--- src/common/kbd_pkg.sv ---
package kbd_pkg;

    // Raw keyboard lines, both open collector and idle high
    typedef struct packed {
        logic clk;
        logic data;
    } ps2_lines_t;

    // One received 11-bit frame reduced to its payload and checks
    typedef struct packed {
        logic [7:0] data;           // Payload, LSB first on the wire
        logic       parity_error;   // Odd parity failed
        logic       framing_error;  // Start not 0 or stop not 1
    } kbd_frame_t;

    // One key action after prefix folding
    typedef struct packed {
        logic [7:0] code;           // Scan code without prefixes
        logic       extended;       // E0 seen before the code
        logic       released;       // F0 seen before the code
        logic       error;          // Frame carried a parity or framing error
    } key_event_t;

    // Scan code set 2 prefixes
    localparam logic [7:0] ext_prefix     = 8'hE0;
    localparam logic [7:0] release_prefix = 8'hF0;

    // Frame layout on the wire
    localparam int frame_bits = 11;   // Start, 8 data, parity, stop

endpackage
--- src/keyboard/kbd_controller.sv ---
`timescale 1ns/1ns
module kbd_controller
import kbd_pkg::*;
#(
    parameter int sync_stages    = 2,
    parameter int filter_len     = 4,
    parameter int timeout_cycles = 2000
)(
    input  logic       core_clk,
    input  logic       reset,
    input  ps2_lines_t ps2,
    output key_event_t key_event,
    output logic       event_valid
);

logic       line_data;     // Filtered PS/2 data
logic       fall_strobe;   // Filtered PS/2 clock fell
kbd_frame_t frame;
logic       frame_valid;

ps2_line_sync #(
    .sync_stages (sync_stages),
    .filter_len  (filter_len)
) i_ps2_line_sync (
    .core_clk    (core_clk),
    .reset       (reset),
    .ps2         (ps2),
    .data        (line_data),
    .fall_strobe (fall_strobe)
);

kbd_frame_receiver #(
    .timeout_cycles (timeout_cycles)
) i_kbd_frame_receiver (
    .core_clk    (core_clk),
    .reset       (reset),
    .data        (line_data),
    .fall_strobe (fall_strobe),
    .frame       (frame),
    .frame_valid (frame_valid)
);

kbd_scan_decoder i_kbd_scan_decoder (
    .core_clk    (core_clk),
    .reset       (reset),
    .frame       (frame),
    .frame_valid (frame_valid),
    .key_event   (key_event),
    .event_valid (event_valid)
);

endmodule

--- src/keyboard/kbd_scan_decoder.sv ---
`timescale 1ns/1ns
module kbd_scan_decoder
import kbd_pkg::*;
(
    input  logic       core_clk,
    input  logic       reset,
    input  kbd_frame_t frame,
    input  logic       frame_valid,
    output key_event_t key_event,
    output logic       event_valid
);

logic frame_bad;
logic is_ext;
logic is_release;
logic emit;
logic ext_flag;
logic release_flag;

assign frame_bad  = frame.parity_error | frame.framing_error;

// A corrupt byte is never taken as a prefix
assign is_ext     = !frame_bad && (frame.data == ext_prefix);
assign is_release = !frame_bad && (frame.data == release_prefix);
assign emit       = frame_valid && !is_ext && !is_release;

always_ff @(posedge core_clk) begin
    if (reset) begin
        ext_flag     <= 1'b0;
        release_flag <= 1'b0;
    end else if (frame_valid) begin
        if (is_ext) begin
            ext_flag <= 1'b1;
        end else if (is_release) begin
            release_flag <= 1'b1;
        end else begin
            ext_flag     <= 1'b0;     // Event consumes both prefixes
            release_flag <= 1'b0;
        end
    end
end

always_ff @(posedge core_clk) begin
    if (emit) begin
        key_event.code     <= frame.data;
        key_event.extended <= ext_flag;
        key_event.released <= release_flag;
        key_event.error    <= frame_bad;
    end
end

// One-cycle strobe, the core has no way to stall it
always_ff @(posedge core_clk) begin
    if (reset) begin
        event_valid <= 1'b0;
    end else begin
        event_valid <= emit;
    end
end

endmodule

--- src/keyboard/kbd_frame_receiver.sv ---
`timescale 1ns/1ns
module kbd_frame_receiver
import kbd_pkg::*;
#(
    parameter int timeout_cycles = 2000
)(
    input  logic       core_clk,
    input  logic       reset,
    input  logic       data,
    input  logic       fall_strobe,
    output kbd_frame_t frame,
    output logic       frame_valid
);

localparam int idle_w = $clog2(timeout_cycles + 1);

logic [frame_bits-1:0] shift_q;
logic [frame_bits-1:0] shift_next;
logic [3:0]            bit_cnt;
logic [idle_w-1:0]     idle_cnt;
logic                  last_bit;
logic                  idle_expired;

// Wire order is LSB first, so new bits enter at the top
assign shift_next = {data, shift_q[frame_bits-1:1]};
assign last_bit   = fall_strobe && (bit_cnt == 4'(frame_bits - 1));

assign idle_expired = (bit_cnt != 4'd0) && !fall_strobe &&
                      (idle_cnt == idle_w'(timeout_cycles - 1));

always_ff @(posedge core_clk) begin
    if (fall_strobe) begin
        shift_q <= shift_next;
    end
end

always_ff @(posedge core_clk) begin
    if (reset) begin
        bit_cnt <= 4'd0;
    end else if (last_bit || idle_expired) begin
        bit_cnt <= 4'd0;             // Frame done or keyboard went quiet
    end else if (fall_strobe) begin
        bit_cnt <= bit_cnt + 4'd1;
    end
end

// Counts core cycles between falling edges of a partial frame
always_ff @(posedge core_clk) begin
    if (reset) begin
        idle_cnt <= '0;
    end else if (fall_strobe || bit_cnt == 4'd0 || idle_expired) begin
        idle_cnt <= '0;
    end else begin
        idle_cnt <= idle_cnt + 1'b1;
    end
end

// Checks run on the completed shift value, which includes the stop bit
always_ff @(posedge core_clk) begin
    if (last_bit) begin
        frame.data          <= shift_next[8:1];
        frame.parity_error  <= ~^shift_next[9:1];    // Needs odd count of ones
        frame.framing_error <= shift_next[0] | ~shift_next[10];
    end
end

always_ff @(posedge core_clk) begin
    if (reset) begin
        frame_valid <= 1'b0;
    end else begin
        frame_valid <= last_bit;
    end
end

endmodule

--- src/logic/ps2_line_sync.sv ---
`timescale 1ns/1ns
module ps2_line_sync
import kbd_pkg::*;
#(
    parameter int sync_stages = 2,    // At least 2
    parameter int filter_len  = 4
)(
    input  logic       core_clk,
    input  logic       reset,
    input  ps2_lines_t ps2,
    output logic       data,
    output logic       fall_strobe
);

localparam int cnt_w = (filter_len > 1) ? $clog2(filter_len) : 1;

logic [1:0] line_raw;    // Bit 1 is clock, bit 0 is data
logic [1:0] line_filt;
logic       clk_prev;

assign line_raw = {ps2.clk, ps2.data};

for (genvar i = 0; i < 2; i++) begin : g_line
    logic [sync_stages-1:0] sync_q;
    logic [cnt_w-1:0]       stable_cnt;
    logic                   filt_q;
    logic                   line_diff;

    assign line_diff    = sync_q[sync_stages-1] ^ filt_q;
    assign line_filt[i] = filt_q;

    always_ff @(posedge core_clk) begin
        if (reset) begin
            sync_q     <= '1;      // Idle bus
            stable_cnt <= '0;
            filt_q     <= 1'b1;
        end else begin
            sync_q <= {sync_q[sync_stages-2:0], line_raw[i]};
            if (!line_diff) begin
                stable_cnt <= '0;  // Glitch ended early
            end else if (stable_cnt == cnt_w'(filter_len - 1)) begin
                filt_q     <= ~filt_q;
                stable_cnt <= '0;
            end else begin
                stable_cnt <= stable_cnt + 1'b1;
            end
        end
    end
end

// Keyboard drives data while its clock is high, so sample on the fall
always_ff @(posedge core_clk) begin
    if (reset) begin
        clk_prev    <= 1'b1;
        fall_strobe <= 1'b0;
    end else begin
        clk_prev    <= line_filt[1];
        fall_strobe <= clk_prev & ~line_filt[1];
    end
end

assign data = line_filt[0];

endmodule

--- config.mk ---
export PLATFORM = sky130hd
export DESIGN_NAME = kbd_controller
export DESIGN_NICKNAME = d
export VERILOG_FILES = /design/src/common/kbd_pkg.sv /design/src/keyboard/kbd_controller.sv /design/src/keyboard/kbd_scan_decoder.sv /design/src/keyboard/kbd_frame_receiver.sv /design/src/logic/ps2_line_sync.sv
export SDC_FILE = /design/constraint.sdc
export NUM_CORES = 1
export LEC_CHECK = 0
export BUFFER_PORTS_ARGS = -buffer_cell sky130_fd_sc_hd__buf_2
export CORE_MARGIN = 2
export CORE_UTILIZATION = 60
export DETAILED_ROUTE_END_ITERATION = 6
export PLACE_DENSITY = 0.78
export SYNTH_ARGS = -nofsm -noshare
export SYNTH_HDL_FRONTEND = slang
export SYNTH_HIERARCHICAL = 1
export SYNTH_SLANG_ARGS = --single-unit
--- constraint.sdc ---
create_clock -name core_clk -period 3.9 [get_ports core_clk]
set_input_delay 0.78 -clock core_clk [delete_from_list [all_inputs] [get_ports core_clk]]
set_output_delay 0.78 -clock core_clk [all_outputs]
set_load 0.02 [all_outputs]
==> impl_summary.txt, run 1 <==
----------------------------------------------------
[Worst setup path]
  Cell chain of the critical path ... or4b_1 -> o41a_1 -> nor3_1
  Max stage delay on crit path ... 0.60 ns
  Worst Path Required ... 4.13 ns
  Reg2Reg Setup Slack ... 1.98 ns
  Data arrival time of the critical path ... 2.15 ns
  Element type at the critical path start ... flip-flop
  Endpoint of the most critical setup path ... i_kbd_scan_decoder/ext_flag
  Maximum fanout count along the critical path ... 14
  Logic depth of the worst register-to-register path ... 3
  Critical path class ... reg -> reg
  Endpoint of the worst-slack reg-to-reg timing path ... i_kbd_scan_decoder/ext_flag
  Slowest-stage cell, CP ... o41a_1
  Element type at the critical path end ... flip-flop
  Launch instance of the worst register-to-register path ... i_kbd_frame_receiver/frame[5]
  Launch point of the critical path ... i_kbd_frame_receiver/frame[5]

[Global route]
  Initial antenna violation count ... 0
  First-pass GRT wire length ... 5750 um
  Global-route track usage on met2 ... 29.9%
  Tot GR Track Use ... 18.7%
  Met3 routing resource usage after global routing ... 8.11%
  Number of global-route vias before repair ... 1,266
  GR Layer Usage met1 ... 21.9%
  Leftover overflow at the end of global routing ... 0
  Global-route layer with the greatest usage ... met2
  Pin count of the biggest net entering global routing ... 19

[Routing]
  Total via count in the routed design ... 1,309
  Total Wirelength ... 3390 um
  Antenna violation net count after detailed routing ... 0
  Post-DR vias/cell ... 5.36
  DR DRC count ... 0
  Drt wl/cell ... 13.9 um
  Iteration-0 DRC count of the detailed router ... 106
  Detailed Routing Iterations Pass 1 ... 4

[Yosys]
  Top FF cell, synth ... edfxtp_1
  Total nets after synthesis ... 179
  Number of enable-type register cells in the synthesized netlist ... 31
  Cell Area, Synth ... 0.00235 mm^2
  Area fraction in and, or, nand and nor cells after synthesis ... 15.3%
  Combinational family with the most area after synthesis ... simple AND/OR/NAND/NOR gates
  Compound-cell area share of the yosys netlist ... 5.48%
  Post-synthesis sequential element count ... 62
  Share of cell area taken by muxes after synthesis ... 0.852%
  XOR/XNOR Fraction of Synth Area ... 7.08%
  Number of different library cells in the post-synthesis netlist ... 41
  Arithmetic-cell share of the synthesized area counting full adders, half adders and majority gates ... 3.19%
  Seq/Total Area, Yosys ... 66.0%
  YS warnings ... 6
  Count of mapped cells out of synthesis ... 169
  Share of synthesized flip-flops with an asynchronous set or reset ... 0%
  Average cell area after synthesis ... 13.9 um^2

[STA]
  Crit path time final ... 1.92 ns
  Final setup vio count ... 0
  RSZ-0062 raised after global routing ... no
  Clock skew after layout ... 0.00811 ns
  Transition time at the pin with the least slew margin ... 0.804 ns
  Slew Viols, Final ... 0
  Crit share post-route ... 49.2%
  Setup total negative slack ... 0 ns
  Headroom to the max-slew limit ... 46.3%
  Number of hold violations in the final report ... 0
  Maximum achievable frequency ... 521 MHz

[Power and ir drop]
  VDD IR-drop max ... 0.262 mV
  Sw Share ... 18.8%
  Combinational Power Share ... 0.8%
  Power Dens Cells ... 480 mW/mm^2
  Power Total ... 1.28 mW
  Static Leakage ... 0.939 nW
  Internal Pwr Total ... 1.04 mW
  Reg power frac ... 53.2%
  Part of the power in the clock network ... 46.0%
  Net Switching ... 0.240 mW

[Clock network]
  Num CTS Buffers ... 9
  Post-CTS repair timing setup buffer count ... 0
  Deepest level of the CTS H-tree ... 3
  Sink count of the clock tree ... 62
  CTS tree ... yes
  Worst skew pair latency ... 0.32 ns
  Maximum count of clock buffers along a single path ... 2
  Post_cts resized ... 0
  Hold buffers post-CTS ... 0
  Cell chosen for the clock root ... clkbuf_8
  Clock transition at path regs ... 0.07 ns

[Final layout]
  Diodes inserted ... 0
  Final core area utilization ... 71.7%
  Post-synthesis to final-layout area growth ... 13.3%
  Nets ... 201
  Layout cell share with drive strength beyond 1 ... 21.9%

[Place]
  Quantity of I/O buffers inserted on ports ... 15
  Dpl hpwl ... 2390 um
  Placer congestion estimate ... 0.743

[Die]
  Count of boundary I/O pins ... 16
  Die width ... 66.6 um
  Initial core utilization ... 63.3%
  Core outline area ... 0.00372 mm^2
  Die Ht ... 66.6 um
  Total Die Area ... 0.00443 mm^2
  Number of core rows ... 22

[Run status]
  Status ... completed

[Flow run]
  Total of max-cap violations ... 0

[Hold path]
  Worst Hold Class ... reg -> reg
  Worst min-delay path startpoint ... i_ps2_line_sync/g_line[0].sync_q[0]

----------------------------------------------------
[flip-flops by register name, indices dropped and copies added (netlist names)]
register                           cells
i_kbd_frame_receiver/idle_cnt         11
i_kbd_scan_decoder/key_event          11
i_kbd_frame_receiver/frame            10
i_kbd_frame_receiver/shift_q          10
i_kbd_frame_receiver/bit_cnt           4
i_ps2_line_sync/g_line.stable_cnt      4
i_ps2_line_sync/g_line.sync_q          4
i_kbd_frame_receiver/frame_valid       1
i_kbd_scan_decoder/event_valid         1
i_kbd_scan_decoder/ext_flag            1
i_kbd_scan_decoder/release_flag        1
i_ps2_line_sync/clk_prev               1
i_ps2_line_sync/data                   1
i_ps2_line_sync/fall_strobe            1
i_ps2_line_sync/g_line.filt_q          1
[logic make-up after synthesis]
logic type,after synthesis
AND/OR/NAND/NOR,58
multiplexers,2
XOR/XNOR,19
flip-flops,62
adder cells (fa/ha/maj),6
buffers and inverters,8
AO/OA/AOI/OAI,14
[placed cells by master, fill, tap and decap left out, types with 3 or more instances in the layout]
master and n:
nor3_1 3, ha_1 6, inv_1 4, buf_2 15, and3_1 3, xnor2_1 13
or2_2 5, a21oi_1 3, clkbuf_8 9, nor2_1 13, nor2b_1 3, dfxtp_1 31
and2_1 4, edfxtp_1 31, xor2_1 6, nand3_1 4, nand2_1 7
[power by group through the flow]
stage	logic, mW	clock network, mW	registers, mW
after floorplan	0.00731	0	0.695
after global placement	0.00981	0	0.695
after detailed placement	0.0102	0	0.695
after CTS	0.0104	0.603	0.681
after global routing	0.0116	0.635	0.681
final	0.0103	0.588	0.681
[layout make-up]
type,count,area [um^2]
inverter,4,15.0
multi-input combinational,99,749
timing repair buffer,15,75.1
sequential,62,1550
fill,246,1050
clock buffer,9,124
clock inverter,7,88.8
tap,48,60.1
[how the worst min path moves through the flow]
stage | to | depth (start not counted) | slack [ns]
4_1_cts | i_ps2_line_sync/fall_strobe | 2 | 0.42
6_report | i_ps2_line_sync/g_line[0].sync_q[1] | 1 | 0.41
2_1_floorplan | i_ps2_line_sync/g_line[0].sync_q[1] | 1 | 0.39
3_3_place_gp | i_ps2_line_sync/g_line[0].sync_q[1] | 1 | 0.40
5_1_grt | i_ps2_line_sync/g_line[0].sync_q[1] | 1 | 0.43
3_5_place_dp | i_ps2_line_sync/g_line[0].sync_q[1] | 1 | 0.40
[cells in the mapped netlist (2+ instances only)]
master | number | share of area (%)
nor4b_2 | 2 | 1.3
o21a_1 | 2 | 0.64
nor3_1 | 3 | 0.64
nor4_1 | 2 | 0.53
and2_1 | 4 | 1.1
dfxtp_1 | 31 | 26
or2_2 | 5 | 1.3
nor2b_1 | 3 | 0.80
a211o_1 | 2 | 0.75
a21oi_1 | 3 | 0.64
buf_6 | 2 | 0.96
inv_1 | 4 | 0.64
ha_1 | 6 | 3.2
and3_1 | 3 | 0.80
nand3_1 | 4 | 0.85
nor2_1 | 13 | 2.1
mux2i_1 | 2 | 0.85
nand2_1 | 7 | 1.1
xnor2_1 | 13 | 4.8
edfxtp_1 | 31 | 40
nand4_1 | 2 | 0.53
xor2_1 | 6 | 2.2
[stage by stage]
step	cell area [um^2]	hold slack (ns)	cells	setup slack, ns
floorplan	2350	0.389	169	2.18
global placement	2450	0.398	228	2.10
detailed placement	2450	0.401	228	2.00
CTS	2660	0.415	244	1.95
global route	2660	0.434	244	1.88
finish	2660	0.414	244	1.98
[routing by layer]
layer / part of all wire (%) / vias to the layer above
met4: 0.62 / 0
li1: - / 649
met3: 5.8 / 2
met1: 43 / 616
met5: 0 / -
met2: 50 / 42
[worst max-delay path, delay by kind of cell (launching register included)]
family	cells	cell delay [ns]
simple gates	2	0.83
compound gates	1	0.60
flops	1	0.39
No activity file was read; power rests on OpenSTA's default activity.
==> run 2, diff against run 1 <==
--- a/config.mk
+++ b/config.mk
@@ -5,11 +5,12 @@
 export SDC_FILE = /design/constraint.sdc
 export NUM_CORES = 1
 export LEC_CHECK = 0
+export ABC_AREA = 1
 export BUFFER_PORTS_ARGS = -buffer_cell sky130_fd_sc_hd__buf_2
 export CORE_MARGIN = 2
-export CORE_UTILIZATION = 60
+export CORE_UTILIZATION = 59
 export DETAILED_ROUTE_END_ITERATION = 6
-export PLACE_DENSITY = 0.78
+export PLACE_DENSITY = 0.77
 export SYNTH_ARGS = -nofsm -noshare
 export SYNTH_HDL_FRONTEND = slang
 export SYNTH_HIERARCHICAL = 1
==> constraint.sdc (replaced) <==
create_clock -name core_clk -period 1.8 [get_ports core_clk]
set_input_delay 0.36 -clock core_clk [delete_from_list [all_inputs] [get_ports core_clk]]
set_output_delay 0.36 -clock core_clk [all_outputs]
set_load 0.02 [all_outputs]
==> run 2 against run 1 <==
  * Non-clock buffer count up 2
  * Sequential share of layout area is 3.5 points lower
  * Clock-buffer cell count unchanged
  * First-iteration DRC count shrank 14%
  * Via count is 23% higher
  * Area after synthesis increased by 6.0%
  * Critical endpoint is now i_kbd_frame_receiver/idle_cnt[4]
  * Largest cell class unchanged
  * Highest routed layer unchanged
==> impl_summary.txt, run 2 <==
----------------------------------------------------
[Yosys]
  Compound-cell area share of the yosys netlist ... 3.21% (-2.3 points)
  Cell Area, Synth ... 0.00249 mm^2 (+6.0%)
  Synth top area share ... 37.3% (-2.2 points)
  Number of different library cells in the post-synthesis netlist ... 24 (-41%)
  YS warnings ... 6 (unchanged)
  Arithmetic-cell share of the synthesized area counting full adders, half adders and majority gates ... 3.01% (-0.18 points)
  Top FF cell, synth ... edfxtp_1
  Cell type with the largest total area after synthesis ... edfxtp_1
  Share of synthesized flip-flops with an asynchronous set or reset ... 0% (unchanged)
  Seq/Total Area, Yosys ... 62.2% (-3.7 points)
  Total nets after synthesis ... 254 (+42%)
  Average cell area after synthesis ... 10.2 um^2 (-27%)
  XOR/XNOR Fraction of Synth Area ... 3.16% (-3.9 points)
  Area fraction in and, or, nand and nor cells after synthesis ... 21.9% (+6.6 points)
  Number of enable-type register cells in the synthesized netlist ... 31 (unchanged)
  Combinational family with the most area after synthesis ... simple AND/OR/NAND/NOR gates
  Count of mapped cells out of synthesis ... 244 (+44%)
  Most frequently used cell type in the post-synthesis netlist ... nand2_1
  Top cells by count, synth ... 45 x nand2_1, 37 x inv_1, 31 x dfxtp_1, 31 x edfxtp_1, 29 x nor2_1
  Cell types with the largest area share after synthesis ... edfxtp_1 37%, dfxtp_1 25%, nand2_1 6.8%
  Share of cell area taken by muxes after synthesis ... 0% (-0.85 points)
  Post-synthesis sequential element count ... 62 (unchanged)

[Clock network]
  Worst skew pair latency ... 0.32 ns (about the same)
  Cell chosen for the clock root ... clkbuf_8
  Num CTS Buffers ... 9 (unchanged)
  CTS tree ... yes
  Maximum count of clock buffers along a single path ... 2 (unchanged)
  Sink count of the clock tree ... 62 (unchanged)
  Deepest level of the CTS H-tree ... 3 (unchanged)
  Post_cts resized ... 0 (unchanged)
  Post-CTS repair timing setup buffer count ... 0 (unchanged)
  Hold buffers post-CTS ... 0 (unchanged)
  Clock transition at path regs ... 0.07 ns (about the same)

[Power and ir drop]
  Net Switching ... 0.532 mW (+120%)
  Power Total ... 2.79 mW (+120%)
  Static Leakage ... 1.17 nW (+24%)
  VDD IR-drop max ... 0.632 mV (+140%)
  Power Dens Cells ... 983 mW/mm^2 (+100%)
  Internal Pwr Total ... 2.25 mW (+120%)
  Combinational Power Share ... 0.9% (about the same)
  Part of the power in the clock network ... 46.2% (+0.2 points)
  Reg power frac ... 53.0% (-0.2 points)
  Sw Share ... 19.1% (+0.30 points)

[Worst setup path]
  Launch instance of the worst register-to-register path ... i_kbd_frame_receiver/idle_cnt[0]
  Endpoint of the worst-slack reg-to-reg timing path ... i_kbd_frame_receiver/idle_cnt[4]
  Max stage delay on crit path ... 0.38 ns (-0.22 ns)
  Critical path class ... reg -> reg
  Element type at the critical path end ... flip-flop
  Worst Path Required ... 1.98 ns (-2.15 ns)
  Data arrival time of the critical path ... 1.69 ns (-0.46 ns)
  Reg2Reg Setup Slack ... 0.29 ns (-1.69 ns)
  Cell chain of the critical path ... ha_1 -> nand3_2 -> inv_1 -> nand3_1 -> nand2_1 -> a21oi_1
  Slowest-stage cell, CP ... dfxtp_1
  Logic depth of the worst register-to-register path ... 6 (+3)
  Maximum fanout count along the critical path ... 11 (-3)
  Element type at the critical path start ... flip-flop

[Hold path]
  Cell depth of the worst hold path ... 2 (+1)
  Worst min-delay path startpoint ... ps2[0]
  Worst Hold Class ... in -> reg
  Hold Path End ... i_ps2_line_sync/g_line[0].sync_q[0]

[STA]
  Slew Viols, Final ... 0 (unchanged)
  Final setup vio count ... 0 (unchanged)
  Crit path time final ... 1.51 ns (-0.412 ns)
  Headroom to the max-slew limit ... 72.8% (+27 points)
  RSZ-0062 raised after global routing ... no
  Transition time at the pin with the least slew margin ... 0.406 ns (-0.398 ns)
  Clock skew after layout ... 0.00846 ns (+0.000346 ns)
  Crit share post-route ... 83.7% (+35 points)
  Setup total negative slack ... 0 ns (unchanged)
  Number of hold violations in the final report ... 0 (unchanged)
  Maximum achievable frequency ... 664 MHz (+27%)
  Final critical-path setup slack ... 0.293 ns (-1.69 ns)

[Die]
  Total Die Area ... 0.00476 mm^2 (+7.3%)
  Die Ht ... 69.0 um (+3.6%)
  Core outline area ... 0.00403 mm^2 (+8.4%)
  Initial core utilization ... 61.9% (-1.4 points)
  Number of core rows ... 23 (+4.5%)
  Die width ... 69.0 um (+3.6%)
  Count of boundary I/O pins ... 16 (unchanged)

[Final layout]
  Diodes inserted ... 0 (unchanged)
  Nets ... 280 (+39%)
  Leading cell type in the layout, fill and taps excluded ... nand2_1
  Fin cells ... 325 (+33%)
  Final core area utilization ... 70.3% (-1.3 points)
  Layout cell share with drive strength beyond 1 ... 17.8% (-4.1 points)
  FILL cells ... 313 (+27%)
  Post-synthesis to final-layout area growth ... 13.7%
  Largest registers in the final layout ... i_kbd_frame_receiver/idle_cnt x11, i_kbd_scan_decoder/key_event x11
  Top library cells by usage in the layout, fill and taps aside ... 45 x nand2_1, 37 x inv_1, 31 x dfxtp_1, 31 x edfxtp_1, 29 x nor2_1

[Routing]
  Iteration-0 DRC count of the detailed router ... 91 (-14%)
  Detailed Routing Iterations Pass 1 ... 4 (unchanged)
  Total Wirelength ... 3830 um (+13%)
  Antenna violation net count after detailed routing ... 0 (unchanged)
  Total via count in the routed design ... 1,611 (+23%)
  Drt wl/cell ... 11.8 um (-15%)
  DR DRC count ... 0 (unchanged)
  Post-DR vias/cell ... 4.96 (-7.6%)

[Place]
  # placed instances ... 309 (+36%)
  Dpl hpwl ... 2660 um (+11%)
  Setup slack at placement ... 0.348 ns (-1.66 ns)
  Quantity of I/O buffers inserted on ports ... 15 (unchanged)
  Placer congestion estimate ... 0.776 (+4.4%)

[Run status]
  Status ... completed

[Global route]
  Tot GR Track Use ... 18.7% (-0.066 points)
  First-pass GRT wire length ... 6150 um (+7.1%)
  Leftover overflow at the end of global routing ... 0 (unchanged)
  Number of global-route vias before repair ... 1,450 (+15%)
  Pin count of the biggest net entering global routing ... 17 (-2)
  Initial antenna violation count ... 0 (unchanged)

[Flow run]
  Total of max-cap violations ... 0 (unchanged)

----------------------------------------------------
run 2: through the flow:
stage          hold WS, ns  instance area [um^2]
2_1_floorplan        0.383                  2490
3_3_place_gp         0.387                  2620
3_5_place_dp         0.392                  2620
4_1_cts              0.202                  2830
5_1_grt              0.198                  2830
6_report             0.214                  2830
run 2: power by group through the flow:
stage / Combinational (mW) / Sequential (mW) / Clock [mW]
floorplan: 0.0183 / 1.51 / 0
CTS: 0.0244 / 1.48 / 1.31
global route: 0.0271 / 1.47 / 1.37
detailed placement: 0.0240 / 1.51 / 0
global placement: 0.0230 / 1.51 / 0
finish: 0.0241 / 1.48 / 1.29
run 2: cell type report:
| cell class | instances | area, um^2 | area share, % |
|---|---|---|---|
| tap | 50 | 62.6 | 2.21 |
| clock buffer | 9 | 124 | 4.37 |
| inverter | 37 | 139 | 4.90 |
| clock inverter | 7 | 87.6 | 3.09 |
| timing repair buffer | 17 | 90.1 | 3.18 |
| sequential | 62 | 1550 | 54.7 |
| multi-input combinational | 143 | 779 | 27.5 |
run 2: worst max-delay path, delay by kind of cell, from the launching register on:
kind                       cells  cell delay [ns]
AOI/OAI and AO/OA              1             0.09
adders and majority gates      1             0.22
buffers and inverters          1             0.10
DFF                            1             0.38
and+or+nand+nor                3             0.57
run 2: logic make-up after synthesis:
group,after synthesis
adder cells (fa/ha/maj),6
AO/OA/AOI/OAI,14
flip-flops,62
XOR/XNOR,9
AND/OR/NAND/NOR,114
buffers and inverters,39
run 2: worst max-delay path by stage:
stage,from,end,cells past startpoint
final,i_kbd_frame_receiver/idle_cnt[0],i_kbd_frame_receiver/idle_cnt[4],6
after global routing,i_kbd_frame_receiver/idle_cnt[0],i_kbd_frame_receiver/idle_cnt[7],6
after detailed placement,i_kbd_frame_receiver/idle_cnt[0],i_kbd_frame_receiver/idle_cnt[7],6
after global placement,i_kbd_frame_receiver/idle_cnt[0],i_kbd_frame_receiver/idle_cnt[7],6
after CTS,i_kbd_frame_receiver/idle_cnt[0],i_kbd_frame_receiver/idle_cnt[4],6
after floorplan,i_ps2_line_sync/fall_strobe,i_kbd_frame_receiver/frame[0],2
run 2: per-layer routing:
metal | part of all wire (%) | routed length (um) | up-vias | GRT usage [%]
met5 | 0 | 0 | - | 0
met4 | 0.86 | 33 | 0 | 8.82
met3 | 4.9 | 187 | 2 | 6.82
met2 | 52 | 1980 | 38 | 32.9
met1 | 42 | 1630 | 742 | 19.6
li1 | - | - | 829 | -
